## src/rtl/playseq_defs.svh

```systemverilog
//------------------------------
// sizes and timing of the memory game
// widths below assume a power-of-two depth and bank count
//------------------------------
`ifndef PLAYSEQ_DEFS_SVH
`define PLAYSEQ_DEFS_SVH

// sequence banks
`define PLAYSEQ_DEPTH         16
`define PLAYSEQ_BANKS         4
`define PLAYSEQ_ADDR_W        $clog2(`PLAYSEQ_DEPTH)
`define PLAYSEQ_SEL_W         $clog2(`PLAYSEQ_BANKS)

// one-hot buttons and leds
`define PLAYSEQ_BTN_W         4

// timing, in clock cycles
`define PLAYSEQ_PREVIEW_TICKS 8   // lit time per step, gap is the same
`define PLAYSEQ_TIMEOUT_BASE  16  // press limit at frantic speed

`endif

```

## src/rtl/playseq_pkg.sv

```systemverilog
//------------------------------
// shared types of the game
// round fields hold r-1 for round r, so round 16 fits in 4 bits
//------------------------------
`include "playseq_defs.svh"

package playseq_pkg;

    typedef enum logic [3:0] {
        ST_IDLE,
        ST_RECORD,
        ST_SHOW,        // step lit
        ST_GAP,         // dark after a step
        ST_AWAIT,
        ST_CHECK,
        ST_NEXT_ROUND,
        ST_WON,
        ST_LOST
    } game_state_e;

    typedef enum logic [1:0] {LVL_EASY, LVL_MEDIUM, LVL_HARD, LVL_EXPERT} level_e;
    typedef enum logic [1:0] {SPD_RELAXED, SPD_NORMAL, SPD_FAST, SPD_FRANTIC} speed_e;

    typedef struct packed {
        logic clr_addr;
        logic inc_addr;
        logic clr_round;
        logic inc_round;
        logic clr_timer;
        logic run_timer;
    } seq_cmd_t;

    typedef struct packed {
        logic [`PLAYSEQ_ADDR_W-1:0] addr;
        logic [`PLAYSEQ_ADDR_W-1:0] round;   // index of last step shown
        logic                       addr_at_round;
        logic                       final_round;
    } seq_pos_t;

    typedef struct packed {
        logic press;  // one-cycle pulse
        logic match;  // valid the cycle after press
    } judge_t;

    typedef struct packed {
        logic                       playing;
        logic                       awaiting;
        logic                       won;
        logic                       lost;
        logic [`PLAYSEQ_ADDR_W-1:0] round;   // r-1 during round r
    } game_status_t;

endpackage

```

## src/rtl/seq_bank.sv

```systemverilog
//------------------------------
// one recorded button sequence
// read is combinational, so data follows addr in the same cycle
//------------------------------
`timescale 1ns/10ps
`include "playseq_defs.svh"

module seq_bank (
    input  logic                       clock,
    input  logic                       arst_n,
    input  logic                       we,
    input  logic [`PLAYSEQ_ADDR_W-1:0] addr,
    input  logic [`PLAYSEQ_BTN_W-1:0]  wdata,
    output logic [`PLAYSEQ_BTN_W-1:0]  rdata
);

    logic [`PLAYSEQ_BTN_W-1:0] mem [`PLAYSEQ_DEPTH];

    always_ff @(posedge clock or negedge arst_n) begin
        if (!arst_n) begin
            for (int i = 0; i < `PLAYSEQ_DEPTH; i++) begin
                mem[i] <= '0;  // empty bank reads dark
            end
        end else if (we) begin
            mem[addr] <= wdata;
        end
    end

    assign rdata = mem[addr];

    // a write to an unknown address would corrupt the whole bank
    a_we_addr_known: assert property (
        @(posedge clock) disable iff (!arst_n)
        we |-> !$isunknown(addr)
    );

endmodule

```

## src/rtl/seq_addr_unit.sv

```systemverilog
//------------------------------
// step address and round counters
// final round index is {level, 2'b11}, so depth must be 16
//------------------------------
`timescale 1ns/10ps
`include "playseq_defs.svh"

module seq_addr_unit (
    input  logic                        clock,
    input  logic                        arst_n,
    input  playseq_pkg::seq_cmd_t       cmd,
    input  playseq_pkg::level_e         level,
    input  logic [`PLAYSEQ_SEL_W-1:0]   bank_sel,
    input  logic                        rec_write,
    output playseq_pkg::seq_pos_t       pos,
    output logic [`PLAYSEQ_ADDR_W-1:0]  addr,
    output logic [`PLAYSEQ_BANKS-1:0]   bank_we
);

    logic [`PLAYSEQ_ADDR_W-1:0] addr_q;
    logic [`PLAYSEQ_ADDR_W-1:0] round_q;
    logic [`PLAYSEQ_ADDR_W-1:0] final_idx;

    // ------------------------------
    // counters
    // ------------------------------
    always_ff @(posedge clock or negedge arst_n) begin
        if (!arst_n) begin
            addr_q <= '0;
        end else if (cmd.clr_addr) begin
            addr_q <= '0;
        end else if (cmd.inc_addr) begin
            addr_q <= addr_q + 1'b1;  // wraps after 15
        end
    end

    always_ff @(posedge clock or negedge arst_n) begin
        if (!arst_n) begin
            round_q <= '0;
        end else if (cmd.clr_round) begin
            round_q <= '0;
        end else if (cmd.inc_round) begin
            round_q <= round_q + 1'b1;
        end
    end

    // ------------------------------
    // flags and strobes
    // ------------------------------
    assign final_idx = {level, 2'b11};  // 3, 7, 11, 15

    assign pos.addr          = addr_q;
    assign pos.round         = round_q;
    assign pos.addr_at_round = (addr_q == round_q);
    assign pos.final_round   = (round_q == final_idx);

    assign addr    = addr_q;
    assign bank_we = rec_write ? (`PLAYSEQ_BANKS'(1) << bank_sel) : '0;

    // the controller must stop at the last round of the level
    a_round_bound: assert property (
        @(posedge clock) disable iff (!arst_n)
        cmd.inc_round |-> (round_q < final_idx)
    );

endmodule

```

## src/rtl/move_judge.sv

```systemverilog
//------------------------------
// press detection, bank select and step compare
// buttons are taken as clean, one-hot and synchronous
//------------------------------
`timescale 1ns/10ps
`include "playseq_defs.svh"

module move_judge (
    input  logic                                         clock,
    input  logic                                         arst_n,
    input  logic [`PLAYSEQ_BTN_W-1:0]                    buttons,
    input  logic [`PLAYSEQ_BANKS-1:0][`PLAYSEQ_BTN_W-1:0] bank_data,
    input  logic [`PLAYSEQ_SEL_W-1:0]                    bank_sel,
    input  logic                                         preview,
    input  logic                                         leds_on,
    output playseq_pkg::judge_t                          judge,
    output logic [`PLAYSEQ_BTN_W-1:0]                    leds
);

    logic                      any_q;    // buttons held last cycle
    logic                      press;
    logic [`PLAYSEQ_BTN_W-1:0] btn_q;    // value of the last press
    logic [`PLAYSEQ_BTN_W-1:0] sel_data;

    // ------------------------------
    // press edge
    // ------------------------------
    assign press = (|buttons) & ~any_q;

    always_ff @(posedge clock or negedge arst_n) begin
        if (!arst_n) begin
            any_q <= 1'b0;
        end else begin
            any_q <= |buttons;
        end
    end

    always_ff @(posedge clock) begin
        if (press) begin
            btn_q <= buttons;
        end
    end

    // ------------------------------
    // compare and led source
    // ------------------------------
    assign sel_data = bank_data[bank_sel];

    assign judge.press = press;
    assign judge.match = (btn_q == sel_data);  // meaningful one cycle after press

    always_comb begin
        if (preview) begin
            leds = leds_on ? sel_data : '0;
        end else begin
            leds = buttons;  // echo while playing or recording
        end
    end

endmodule

```

## src/rtl/play_timer.sv

```systemverilog
//------------------------------
// shared preview and press timeout counter
// count saturates at the limit until cleared
//------------------------------
`timescale 1ns/10ps
`include "playseq_defs.svh"

module play_timer (
    input  logic                  clock,
    input  logic                  arst_n,
    input  playseq_pkg::seq_cmd_t cmd,
    input  logic                  preview,
    input  playseq_pkg::speed_e   speed,
    output logic                  tick,
    output logic                  expired
);

    import playseq_pkg::*;

    localparam int CNT_W = $clog2(8 * `PLAYSEQ_TIMEOUT_BASE + 1);

    logic [CNT_W-1:0] cnt;
    logic [CNT_W-1:0] limit;

    always_comb begin
        unique case (speed)
            SPD_RELAXED: limit = CNT_W'(8 * `PLAYSEQ_TIMEOUT_BASE);
            SPD_NORMAL:  limit = CNT_W'(4 * `PLAYSEQ_TIMEOUT_BASE);
            SPD_FAST:    limit = CNT_W'(2 * `PLAYSEQ_TIMEOUT_BASE);
            default:     limit = CNT_W'(`PLAYSEQ_TIMEOUT_BASE);
        endcase
    end

    assign tick    = preview && cmd.run_timer && (cnt == CNT_W'(`PLAYSEQ_PREVIEW_TICKS - 1));
    assign expired = !preview && (cnt >= limit);

    always_ff @(posedge clock or negedge arst_n) begin
        if (!arst_n) begin
            cnt <= '0;
        end else if (cmd.clr_timer) begin
            cnt <= '0;
        end else if (cmd.run_timer) begin
            if (tick) begin
                cnt <= '0;          // next preview phase starts fresh
            end else if (!expired) begin
                cnt <= cnt + 1'b1;
            end
        end
    end

endmodule

```

## src/rtl/playseq_control.sv

```systemverilog
//------------------------------
// game FSM
// won and lost hold until the next start or rising record
//------------------------------
`timescale 1ns/10ps

module playseq_control (
    input  logic                      clock,
    input  logic                      arst_n,
    input  logic                      start,
    input  logic                      record,
    input  playseq_pkg::seq_pos_t     pos,
    input  playseq_pkg::judge_t       judge,
    input  logic                      tick,
    input  logic                      expired,
    output playseq_pkg::seq_cmd_t     cmd,
    output logic                      preview,
    output logic                      leds_on,
    output logic                      rec_write,
    output playseq_pkg::game_status_t status
);

    import playseq_pkg::*;

    game_state_e state;
    game_state_e state_nx;
    logic        record_q;
    logic        rec_rise;

    assign rec_rise = record & ~record_q;

    always_ff @(posedge clock or negedge arst_n) begin
        if (!arst_n) begin
            state    <= ST_IDLE;
            record_q <= 1'b0;
        end else begin
            state    <= state_nx;
            record_q <= record;
        end
    end

    // ------------------------------
    // next state and commands
    // ------------------------------
    always_comb begin
        state_nx  = state;
        cmd       = '0;
        rec_write = 1'b0;
        unique case (state)
            ST_IDLE, ST_WON, ST_LOST: begin
                if (start) begin
                    cmd.clr_round = 1'b1;
                    cmd.clr_addr  = 1'b1;
                    cmd.clr_timer = 1'b1;
                    state_nx      = ST_SHOW;
                end else if (rec_rise) begin
                    cmd.clr_addr = 1'b1;
                    state_nx     = ST_RECORD;
                end
            end
            ST_RECORD: begin
                if (!record) begin
                    state_nx = ST_IDLE;
                end else if (judge.press) begin
                    rec_write    = 1'b1;  // store, then step on
                    cmd.inc_addr = 1'b1;
                end
            end
            ST_SHOW: begin
                cmd.run_timer = 1'b1;
                if (tick) state_nx = ST_GAP;
            end
            ST_GAP: begin
                cmd.run_timer = 1'b1;
                if (tick) begin
                    if (pos.addr_at_round) begin  // preview done
                        cmd.clr_addr  = 1'b1;
                        cmd.clr_timer = 1'b1;
                        state_nx      = ST_AWAIT;
                    end else begin
                        cmd.inc_addr = 1'b1;
                        state_nx     = ST_SHOW;
                    end
                end
            end
            ST_AWAIT: begin
                cmd.run_timer = 1'b1;
                if (judge.press) begin
                    state_nx = ST_CHECK;
                end else if (expired) begin
                    state_nx = ST_LOST;
                end
            end
            ST_CHECK: begin
                if (!judge.match) begin
                    state_nx = ST_LOST;
                end else if (pos.addr_at_round) begin
                    state_nx = pos.final_round ? ST_WON : ST_NEXT_ROUND;
                end else begin
                    cmd.inc_addr  = 1'b1;
                    cmd.clr_timer = 1'b1;  // fresh limit per press
                    state_nx      = ST_AWAIT;
                end
            end
            ST_NEXT_ROUND: begin
                cmd.inc_round = 1'b1;
                cmd.clr_addr  = 1'b1;
                cmd.clr_timer = 1'b1;
                state_nx      = ST_SHOW;
            end
            default: state_nx = ST_IDLE;
        endcase
    end

    // ------------------------------
    // outputs
    // ------------------------------
    assign preview = (state == ST_SHOW) || (state == ST_GAP);
    assign leds_on = (state == ST_SHOW);

    assign status.playing  = preview || (state == ST_AWAIT) || (state == ST_CHECK)
                           || (state == ST_NEXT_ROUND);
    assign status.awaiting = (state == ST_AWAIT);
    assign status.won      = (state == ST_WON);
    assign status.lost     = (state == ST_LOST);
    assign status.round    = pos.round;

    a_won_lost_excl: assert property (
        @(posedge clock) disable iff (!arst_n)
        !(status.won && status.lost)
    );

endmodule

```

## src/rtl/playseq_top.sv

```systemverilog
//------------------------------
// memory game top level
// status.round reads r-1 during round r
//------------------------------
`timescale 1ns/10ps
`include "playseq_defs.svh"

module playseq_top (
    input  logic                        clock,
    input  logic                        arst_n,
    input  logic                        start,
    input  logic                        record,
    input  logic [`PLAYSEQ_SEL_W-1:0]   bank_sel,
    input  playseq_pkg::level_e         level,
    input  playseq_pkg::speed_e         speed,
    input  logic [`PLAYSEQ_BTN_W-1:0]   buttons,
    output logic [`PLAYSEQ_BTN_W-1:0]   leds,
    output playseq_pkg::game_status_t   status
);

    import playseq_pkg::*;

    seq_cmd_t                                      cmd;
    seq_pos_t                                      pos;
    judge_t                                        judge;
    logic                                          tick;
    logic                                          expired;
    logic                                          preview;
    logic                                          leds_on;
    logic                                          rec_write;
    logic [`PLAYSEQ_ADDR_W-1:0]                    addr;
    logic [`PLAYSEQ_BANKS-1:0]                     bank_we;
    logic [`PLAYSEQ_BANKS-1:0][`PLAYSEQ_BTN_W-1:0] bank_data;

    playseq_control u_control (
        .clock(clock), .arst_n(arst_n), .start(start), .record(record),
        .pos(pos), .judge(judge), .tick(tick), .expired(expired),
        .cmd(cmd), .preview(preview), .leds_on(leds_on),
        .rec_write(rec_write), .status(status)
    );

    seq_addr_unit u_addr (
        .clock(clock), .arst_n(arst_n), .cmd(cmd), .level(level),
        .bank_sel(bank_sel), .rec_write(rec_write),
        .pos(pos), .addr(addr), .bank_we(bank_we)
    );

    play_timer u_timer (
        .clock(clock), .arst_n(arst_n), .cmd(cmd), .preview(preview),
        .speed(speed), .tick(tick), .expired(expired)
    );

    move_judge u_judge (
        .clock(clock), .arst_n(arst_n), .buttons(buttons),
        .bank_data(bank_data), .bank_sel(bank_sel), .preview(preview),
        .leds_on(leds_on), .judge(judge), .leds(leds)
    );

    // all banks share address and data, only the strobe differs
    for (genvar b = 0; b < `PLAYSEQ_BANKS; b++) begin : g_bank
        seq_bank u_bank (
            .clock(clock), .arst_n(arst_n), .we(bank_we[b]),
            .addr(addr), .wdata(buttons), .rdata(bank_data[b])
        );
    end

    // player is never asked for a step beyond those shown
    a_await_in_round: assert property (
        @(posedge clock) disable iff (!arst_n)
        (u_control.state == ST_AWAIT) |-> (addr <= pos.round)
    );

endmodule

```

## config.mk

```make
export PLATFORM = sky130hd
export DESIGN_NAME = playseq_top
export DESIGN_NICKNAME = d
export VERILOG_FILES = /design/src/rtl/playseq_pkg.sv /design/src/rtl/seq_bank.sv /design/src/rtl/seq_addr_unit.sv /design/src/rtl/move_judge.sv /design/src/rtl/play_timer.sv /design/src/rtl/playseq_control.sv /design/src/rtl/playseq_top.sv
export VERILOG_INCLUDE_DIRS = /design/src /design/src/rtl
export SDC_FILE = /design/constraint.sdc
export NUM_CORES = 1
export LEC_CHECK = 0
export BUFFER_PORTS_ARGS = -buffer_cell sky130_fd_sc_hd__buf_2
export CAP_MARGIN = 20
export CORE_MARGIN = 1
export CORE_UTILIZATION = 62
export CTS_CLUSTER_SIZE = 28
export DETAILED_ROUTE_END_ITERATION = 8
export PLACE_DENSITY_LB_ADDON = 0.08
export SLEW_MARGIN = 10
export SYNTH_ARGS = -nofsm -noshare
export SYNTH_HDL_FRONTEND = slang
export SYNTH_SLANG_ARGS = --single-unit
export TNS_END_PERCENT = 50
```

## constraint.sdc

```tcl
create_clock -name clock -period 3.2 [get_ports clock]
set_input_delay 0.16 -clock clock [delete_from_list [all_inputs] [get_ports clock]]
set_output_delay 0.16 -clock clock [all_outputs]
set_load 0.03 [all_outputs]
```

* Word level (Yosys, flattened, before mapping) *
Index checks and enable logic that the tools add are counted.

storage, ports and cells
  register bits = 282
  latch bits = 0
  RAM bits = 0
  bits in read-only memories = 0
  input bits = 14
  output and inout port bits = 12
  word-level logic and storage cells = 184
  memories kept = 0

cells by class
  add/sub/neg operators = 3
  multipliers = 0
  divide/modulo/power cells = 0
  magnitude comparators = 4
  eq/ne operators = 20
  shifts and indexed selects = 1
  multiplexer cells = 61
  bitwise logic cells = 5
  reductions and logical operators = 19

operators by type and width
  cell                                                        number
  bitwise mux 64 bit                                          4
  two-way mux 4 bit                                           26
  binary-select mux 4 bit (select 4 bit)                      4
  two-way mux 8 bit                                           4
  case mux 4 bit (7 select lines)                             1
  case mux 8 bit (3 select lines)                             1
  demux 4 bit (select 4 bit)                                  1
  == test 4 x 3 -> 1 bit, second input constant               4
  two-way mux 1 bit                                           14
  == test 4 bit                                               3
  adder 4 x 1 -> 4 bit, second input constant                 2
  adder 8 x 1 -> 8 bit, second input constant                 1
  binary-select mux 4 bit (select 2 bit)                      1
  == test 4 x 2 -> 1 bit, second input constant               2
  == test 8 x 3 -> 1 bit, second input constant               1
  >= comparator 8 bit                                         1
  inequality test 2 bit, second input constant                3
  case mux 1 bit (3 select lines)                             2
  nonzero test 2 bit                                          3
  OR reduction 3 bit                                          2
  >= comparator 5 bit, second input constant                  1
  less-than comparator 5 x 1 -> 1 bit, second input constant  1
  inverter 4 -> 5 bit                                         1
  AND reduction 5 bit                                         1
  other kinds (21)                                            29

* Logic depth before layout (Yosys ltp) *
  depth after elaboration = 11
  depth in mapped cells = 14
  mapped depth without buffers = 11

* Modules after synthesis *
Synthesis repeated with hierarchy kept, for this count alone.

unflattened totals
  cells, all modules = 1,014
  area total of the unflattened synthesis = 14,134.8 µm²

by module, submodules not included
  module           instances  cells an instance  area each (µm²)  sequential area each (µm²)
  seq_bank         4          198                3,005.4          1,601.5
  play_timer       1          68                 640.6            200.2
  playseq_control  1          76                 600.6            125.1
  seq_addr_unit    1          49                 510.5            200.2
  move_judge       1          29                 361.6            145.1

* Worst setup path after synthesis *
No wires, ideal clock.

  kind = flip-flop to flip-flop
  start point = register u_addr.addr_q[0], in the netlist u_addr.addr[0]
  end point = register u_timer.cnt[4]
  setup time = 0.130 ns
  arrival time = 2.691 ns
  data required time = 3.070 ns
  slack = 0.379 ns
  cell stages (with the launch flop) = 12
  path buffers = 2
  period minus slack after synthesis = 2.821 ns
  cells stage by stage = dfrtp_1 > buf_6 > mux4_1 > mux4_2 > nand2b_4 > a31oi_4 > xor2_1 > o311a_2 > and3_4 > and3_1 > buf_4 > nor3_1

between the ends
  word-level cells in the longest chain between the ends = 11
  elaborated cells on any way between the ends = 26
  those cells by class = eq/ne: 3; mux: 20; bitwise: 1; reduce/logical: 2

RTL lines
  item                                                                                 RTL line               RTL
  from (decl)                                                                          seq_addr_unit.sv:20    logic [`PLAYSEQ_ADDR_W-1:0] addr_q;
  from (signal assigned)                                                               seq_addr_unit.sv:33    addr_q <= addr_q + 1'b1;
  inverter 4 -> 5 bit (implied by the code)                                            seq_bank.sv:29         assign rdata = mem[addr];
  binary-select mux 4 bit (select 4 bit)                                               seq_bank.sv:29
  two-way mux 4 bit (implied by the code) (2 in series)                                seq_bank.sv:29
  binary-select mux 4 bit (select 2 bit)                                               move_judge.sv:47       assign sel_data = bank_data[bank_sel];
  two-way mux 4 bit (implied by the code)                                              move_judge.sv:47
  == test 4 bit                                                                        move_judge.sv:50       assign judge.match = (btn_q == sel_data);
  two-way mux 1 bit                                                                    playseq_control.sv:95  if (!judge.match) begin
  case mux 1 bit (4 select lines) *                                                    playseq_control.sv:49  unique case (state)
  inequality test 3 bit (no source line) / nonzero test 2 bit (equally long branches)  -
  AND reduction 2 bit (no source line)                                                 -
  to (signal assigned)                                                                 play_timer.sv:46       cnt <= cnt + 1'b1;
  to (decl)                                                                            play_timer.sv:22       logic [CNT_W-1:0] cnt;

Every way passes the cells marked *; elsewhere a longest branch is shown, timed or not. The select of a mux whose other input is x is not followed.
A chain may end at the register's enable or synchronous reset.

* Worst setup path after layout *
  start point = register u_addr.addr_q[1], in the netlist u_addr.addr[1]
  end point = output leds[2]

between the ends
  word-level cells in the longest chain between the ends = 8
  elaborated cells on any way between the ends = 17
  those cells by class = mux: 16; bitwise: 1

RTL lines
  item                                                   RTL line           RTL
  inverter 4 -> 5 bit (implied by the code) *            seq_bank.sv:29
  binary-select mux 4 bit (select 4 bit)                 seq_bank.sv:29
  two-way mux 4 bit (implied by the code) (2 in series)  seq_bank.sv:29
  binary-select mux 4 bit (select 2 bit) *               move_judge.sv:47
  two-way mux 4 bit (implied by the code) *              move_judge.sv:47
  two-way mux 4 bit *                                    move_judge.sv:54   leds = leds_on ? sel_data : '0;
  two-way mux 4 bit *                                    move_judge.sv:53   if (preview) begin
  to (decl)                                              playseq_top.sv:17  output logic [`PLAYSEQ_BTN_W-1:0] leds,

Marked as above.

==> metrics.csv <==
metric,value,unit
status,"finished, violations left",
violations,"design-rule violations, negative setup slack",
total_leakage_power,7.424,nW
cts.path.max_buffers,3,
grt-ovfl-total,0,
synth_seq_area_share,0.5023,
die_w,152.7,um
track_usage,0.3006,
cts_sinks,282,
row_count,54,
ys_top_cells_by_count,"dfrtp_1, mux2_2, mux2i_1, clkbuf_1, nand2_1",
r2r_cells,12,
whs_path_depth,4,
synth_ff_type,dfrtp_1,
start_util,0.6396,
wl,33840,um
chipHeight,152.7,um
netlist-cell-type-count,64,
crit_path_frequent_cell,buf_4,
ir_worst_vdd,0.4438,mV
use_met2,0.4768,
finalWorstSetupSlack,-0.009355,ns
hold_class,input port to register,
drcViolationCount,6,
dp_hpwl,22250,um
critical_path_arrival,3.05,ns
path_max_fanout,26,
gp_congestion,0.9235,
clock-root-buffer,clkbuf_16,
dpl_cell_area,0.01462,mm^2
first_pass_iters,9,
drv_slew,0,
placed_cells,1365,
final_cells,1425,
cp.depth,9,
synthArstFlopShare,0.9858,
slew_headroom,0.4131,
hold_viol_final,0,
netlist_instances,1103,
rsz0062_at_grt,yes,
critPathBufInv,3,
drtAntennaViolNets,0,
core_region_area,0.02203,mm^2
drtIter0Drc,697,
grt_pass1_vias,9425,
syn_avg_cell_area,12.77,um^2
clkTransAtPathRegs,0.07,ns
yosysWarnings,0,
synth_area_leaders,"dfrtp_1, mux2_2, mux2i_1",
cpMaxStageDelayCell,dfrtp_4,
cts_htree_levels,1,
finalSetupViolCount,1,
final_area,0.01577,mm^2
pwr_density_cell,537.0,mW/mm^2
tightest_slew,0.8785,ns
nets,1146,
grt_first_pass_wirelength,54230,um
yosysTopAreaCell,dfrtp_1,
synth_most_common_cell,dfrtp_1,
crit_family,compound AO/OA/AOI/OAI gates,
hold_path_end,u_control.state[0],
maxCapViolCount,0,
grt_use_met1,0.4370,
crit_path_start_kind,register,
synthesis.nets,1128,
dp_worst_setup_slack,0.06099,ns
worstPathCellList,buf_4 -> buf_12 -> mux2i_1 -> a22oi_2 -> a21oi_1 -> o41ai_2 -> o31ai_1 -> o21ai_1 -> buf_4,
viasPerCell,6.462,
io_pins,26,
worst_hold_slack,0.1454,ns
rrSetupSlack,0.07,ns
cp-end-kind,output port,
cts-buffers-inserted,29,
max_freq,311.6,MHz
fin_crit_sh,1.003,
antenna_found_initial,1,
synth_top_area_frac,0.4938,
crit_required,3.04,ns
area_growth,11.93,%
drive_gt1_frac,0.3689,
clk_latency,0.55,ns
rr_startpoint,u_addr.addr[1],
cp_slowest_stage_delay,0.51,ns
io_buffers,25,
reg2reg_to,u_addr.addr[3],
fin_crit,3.209,ns
dr_total_vias,9209,
synth_area,0.01409,mm^2
path_class,register to output port,
fill_cells,1540,
min_from,start,
ys_seq_elements,282,
die_area,0.02333,mm^2
grt_most_used_layer,met2,
cts_tree,done,
grt_max_degree,110,
grt_util_met3,0.04209,
skew,0.01622,ns
synth-edff-count,4,
wl_per_cell,23.75,um
==> worst max path at each step <==
stage / startpoint / to / slack (ns)
after floorplan: u_addr.addr[0] / u_timer.cnt[4] / 0.38
after global placement: u_addr.addr[1] / u_timer.cnt[4] / 0.09
after detailed placement: u_addr.addr[0] / u_timer.cnt[7] / 0.06
after CTS: u_addr.addr[1] / leds[1] / 0.008
after global routing: u_addr.addr[1] / leds[2] / -0.05
final: u_addr.addr[1] / leds[2] / -0.009
==> cells by family after synthesis <==
| family | Yosys count | synth area share |
|---|---|---|
| adders and majority gates | 11 | 0.009769 |
| buffers and inverters | 103 | 0.03499 |
| muxes | 368 | 0.3048 |
| DFF | 282 | 0.5023 |
| xor gates and xnor gates | 19 | 0.01181 |
| and+or+nand+nor | 212 | 0.08046 |
| AOI/OAI and AO/OA | 108 | 0.05586 |
==> tightest hold or removal path, stage by stage <==
cell and delay (ns):
buf_2 0.13, o32ai_1 0.10, a31oi_1 0.16, o21ai_0 0.08
==> cells in the final DEF (no fill, tap or decap), types with 10 or more instances in the layout <==
cell type  synthesis  routed
and3_1            22      21
buf_2             10      22
o21ai_0           15      12
nand3_1           43      43
dfrtp_1          278     277
ha_1              11      11
nor3_1            11      11
buf_12             0      10
nand2_1           55      55
nor2_1            22      21
a22oi_1           45      43
inv_1             12      12
a21oi_1           13      13
buf_4              9      40
xnor2_1           13      13
mux2i_1           90      90
clkbuf_16          0      30
mux4_2            14      14
mux2_2           257     257
==> final cells by class <==
class,count,area (um^2),share of cell area
antenna,1,2.502,0.0001587
clock buffer,40,828.3,0.05253
clock inverter,14,195.2,0.01238
inverter,12,45.04,0.002856
multi-input combinational,718,6590,0.4179
sequential,282,7081,0.4490
tap,280,350.3,0.02222
timing repair buffer,78,676.9,0.04293
==> timing repair <==
action                                  CTS  global route
pin swaps                                 3             3
resized for setup                         9             9
hold buffers                              4             0
buffers inserted                          1             0
hold endpoints to repair                107             0
endpoints found under the setup margin    3            14
==> layer usage <==
layer  part of all wire  vias up
met3              0.059       61
met5                  0        -
li1                   -     4089
met1               0.45     4752
met2               0.47      307
met4              0.025        0
==> flip-flops by register name, summed over array words and instances, names as in the netlist <==
register            flops
u_judge.btn_q           4
u_timer.cnt             8
u_control.state         4
u_control.record_q      1
u_addr.round_q          4
u_judge.any_q           1
u_addr.addr             4
g_bank.u_bank.mem     256
==> metrics by stage <==
| stage | total power (W) | util | setup TNS (ns) |
|---|---|---|---|
| after floorplan | 0.004521 | - | 0 |
| after global placement | 0.004898 | 0.6639 | 0 |
| after detailed placement | 0.004912 | 0.6639 | 0 |
| after CTS | 0.008488 | 0.7140 | 0 |
| after global routing | 0.008758 | 0.7158 | -0.1237 |
| final | 0.008469 | 0.7159 | -0.009355 |
==> power by group <==
part	leakage [nW]	internal, W	switching [W]
clock	0.488	0.00214	0.00142
combinational	3.03	0.000423	0.000723
sequential	3.91	0.00365	0.000114
total	7.42	0.00621	0.00226
(Power assumes the default switching activity.)
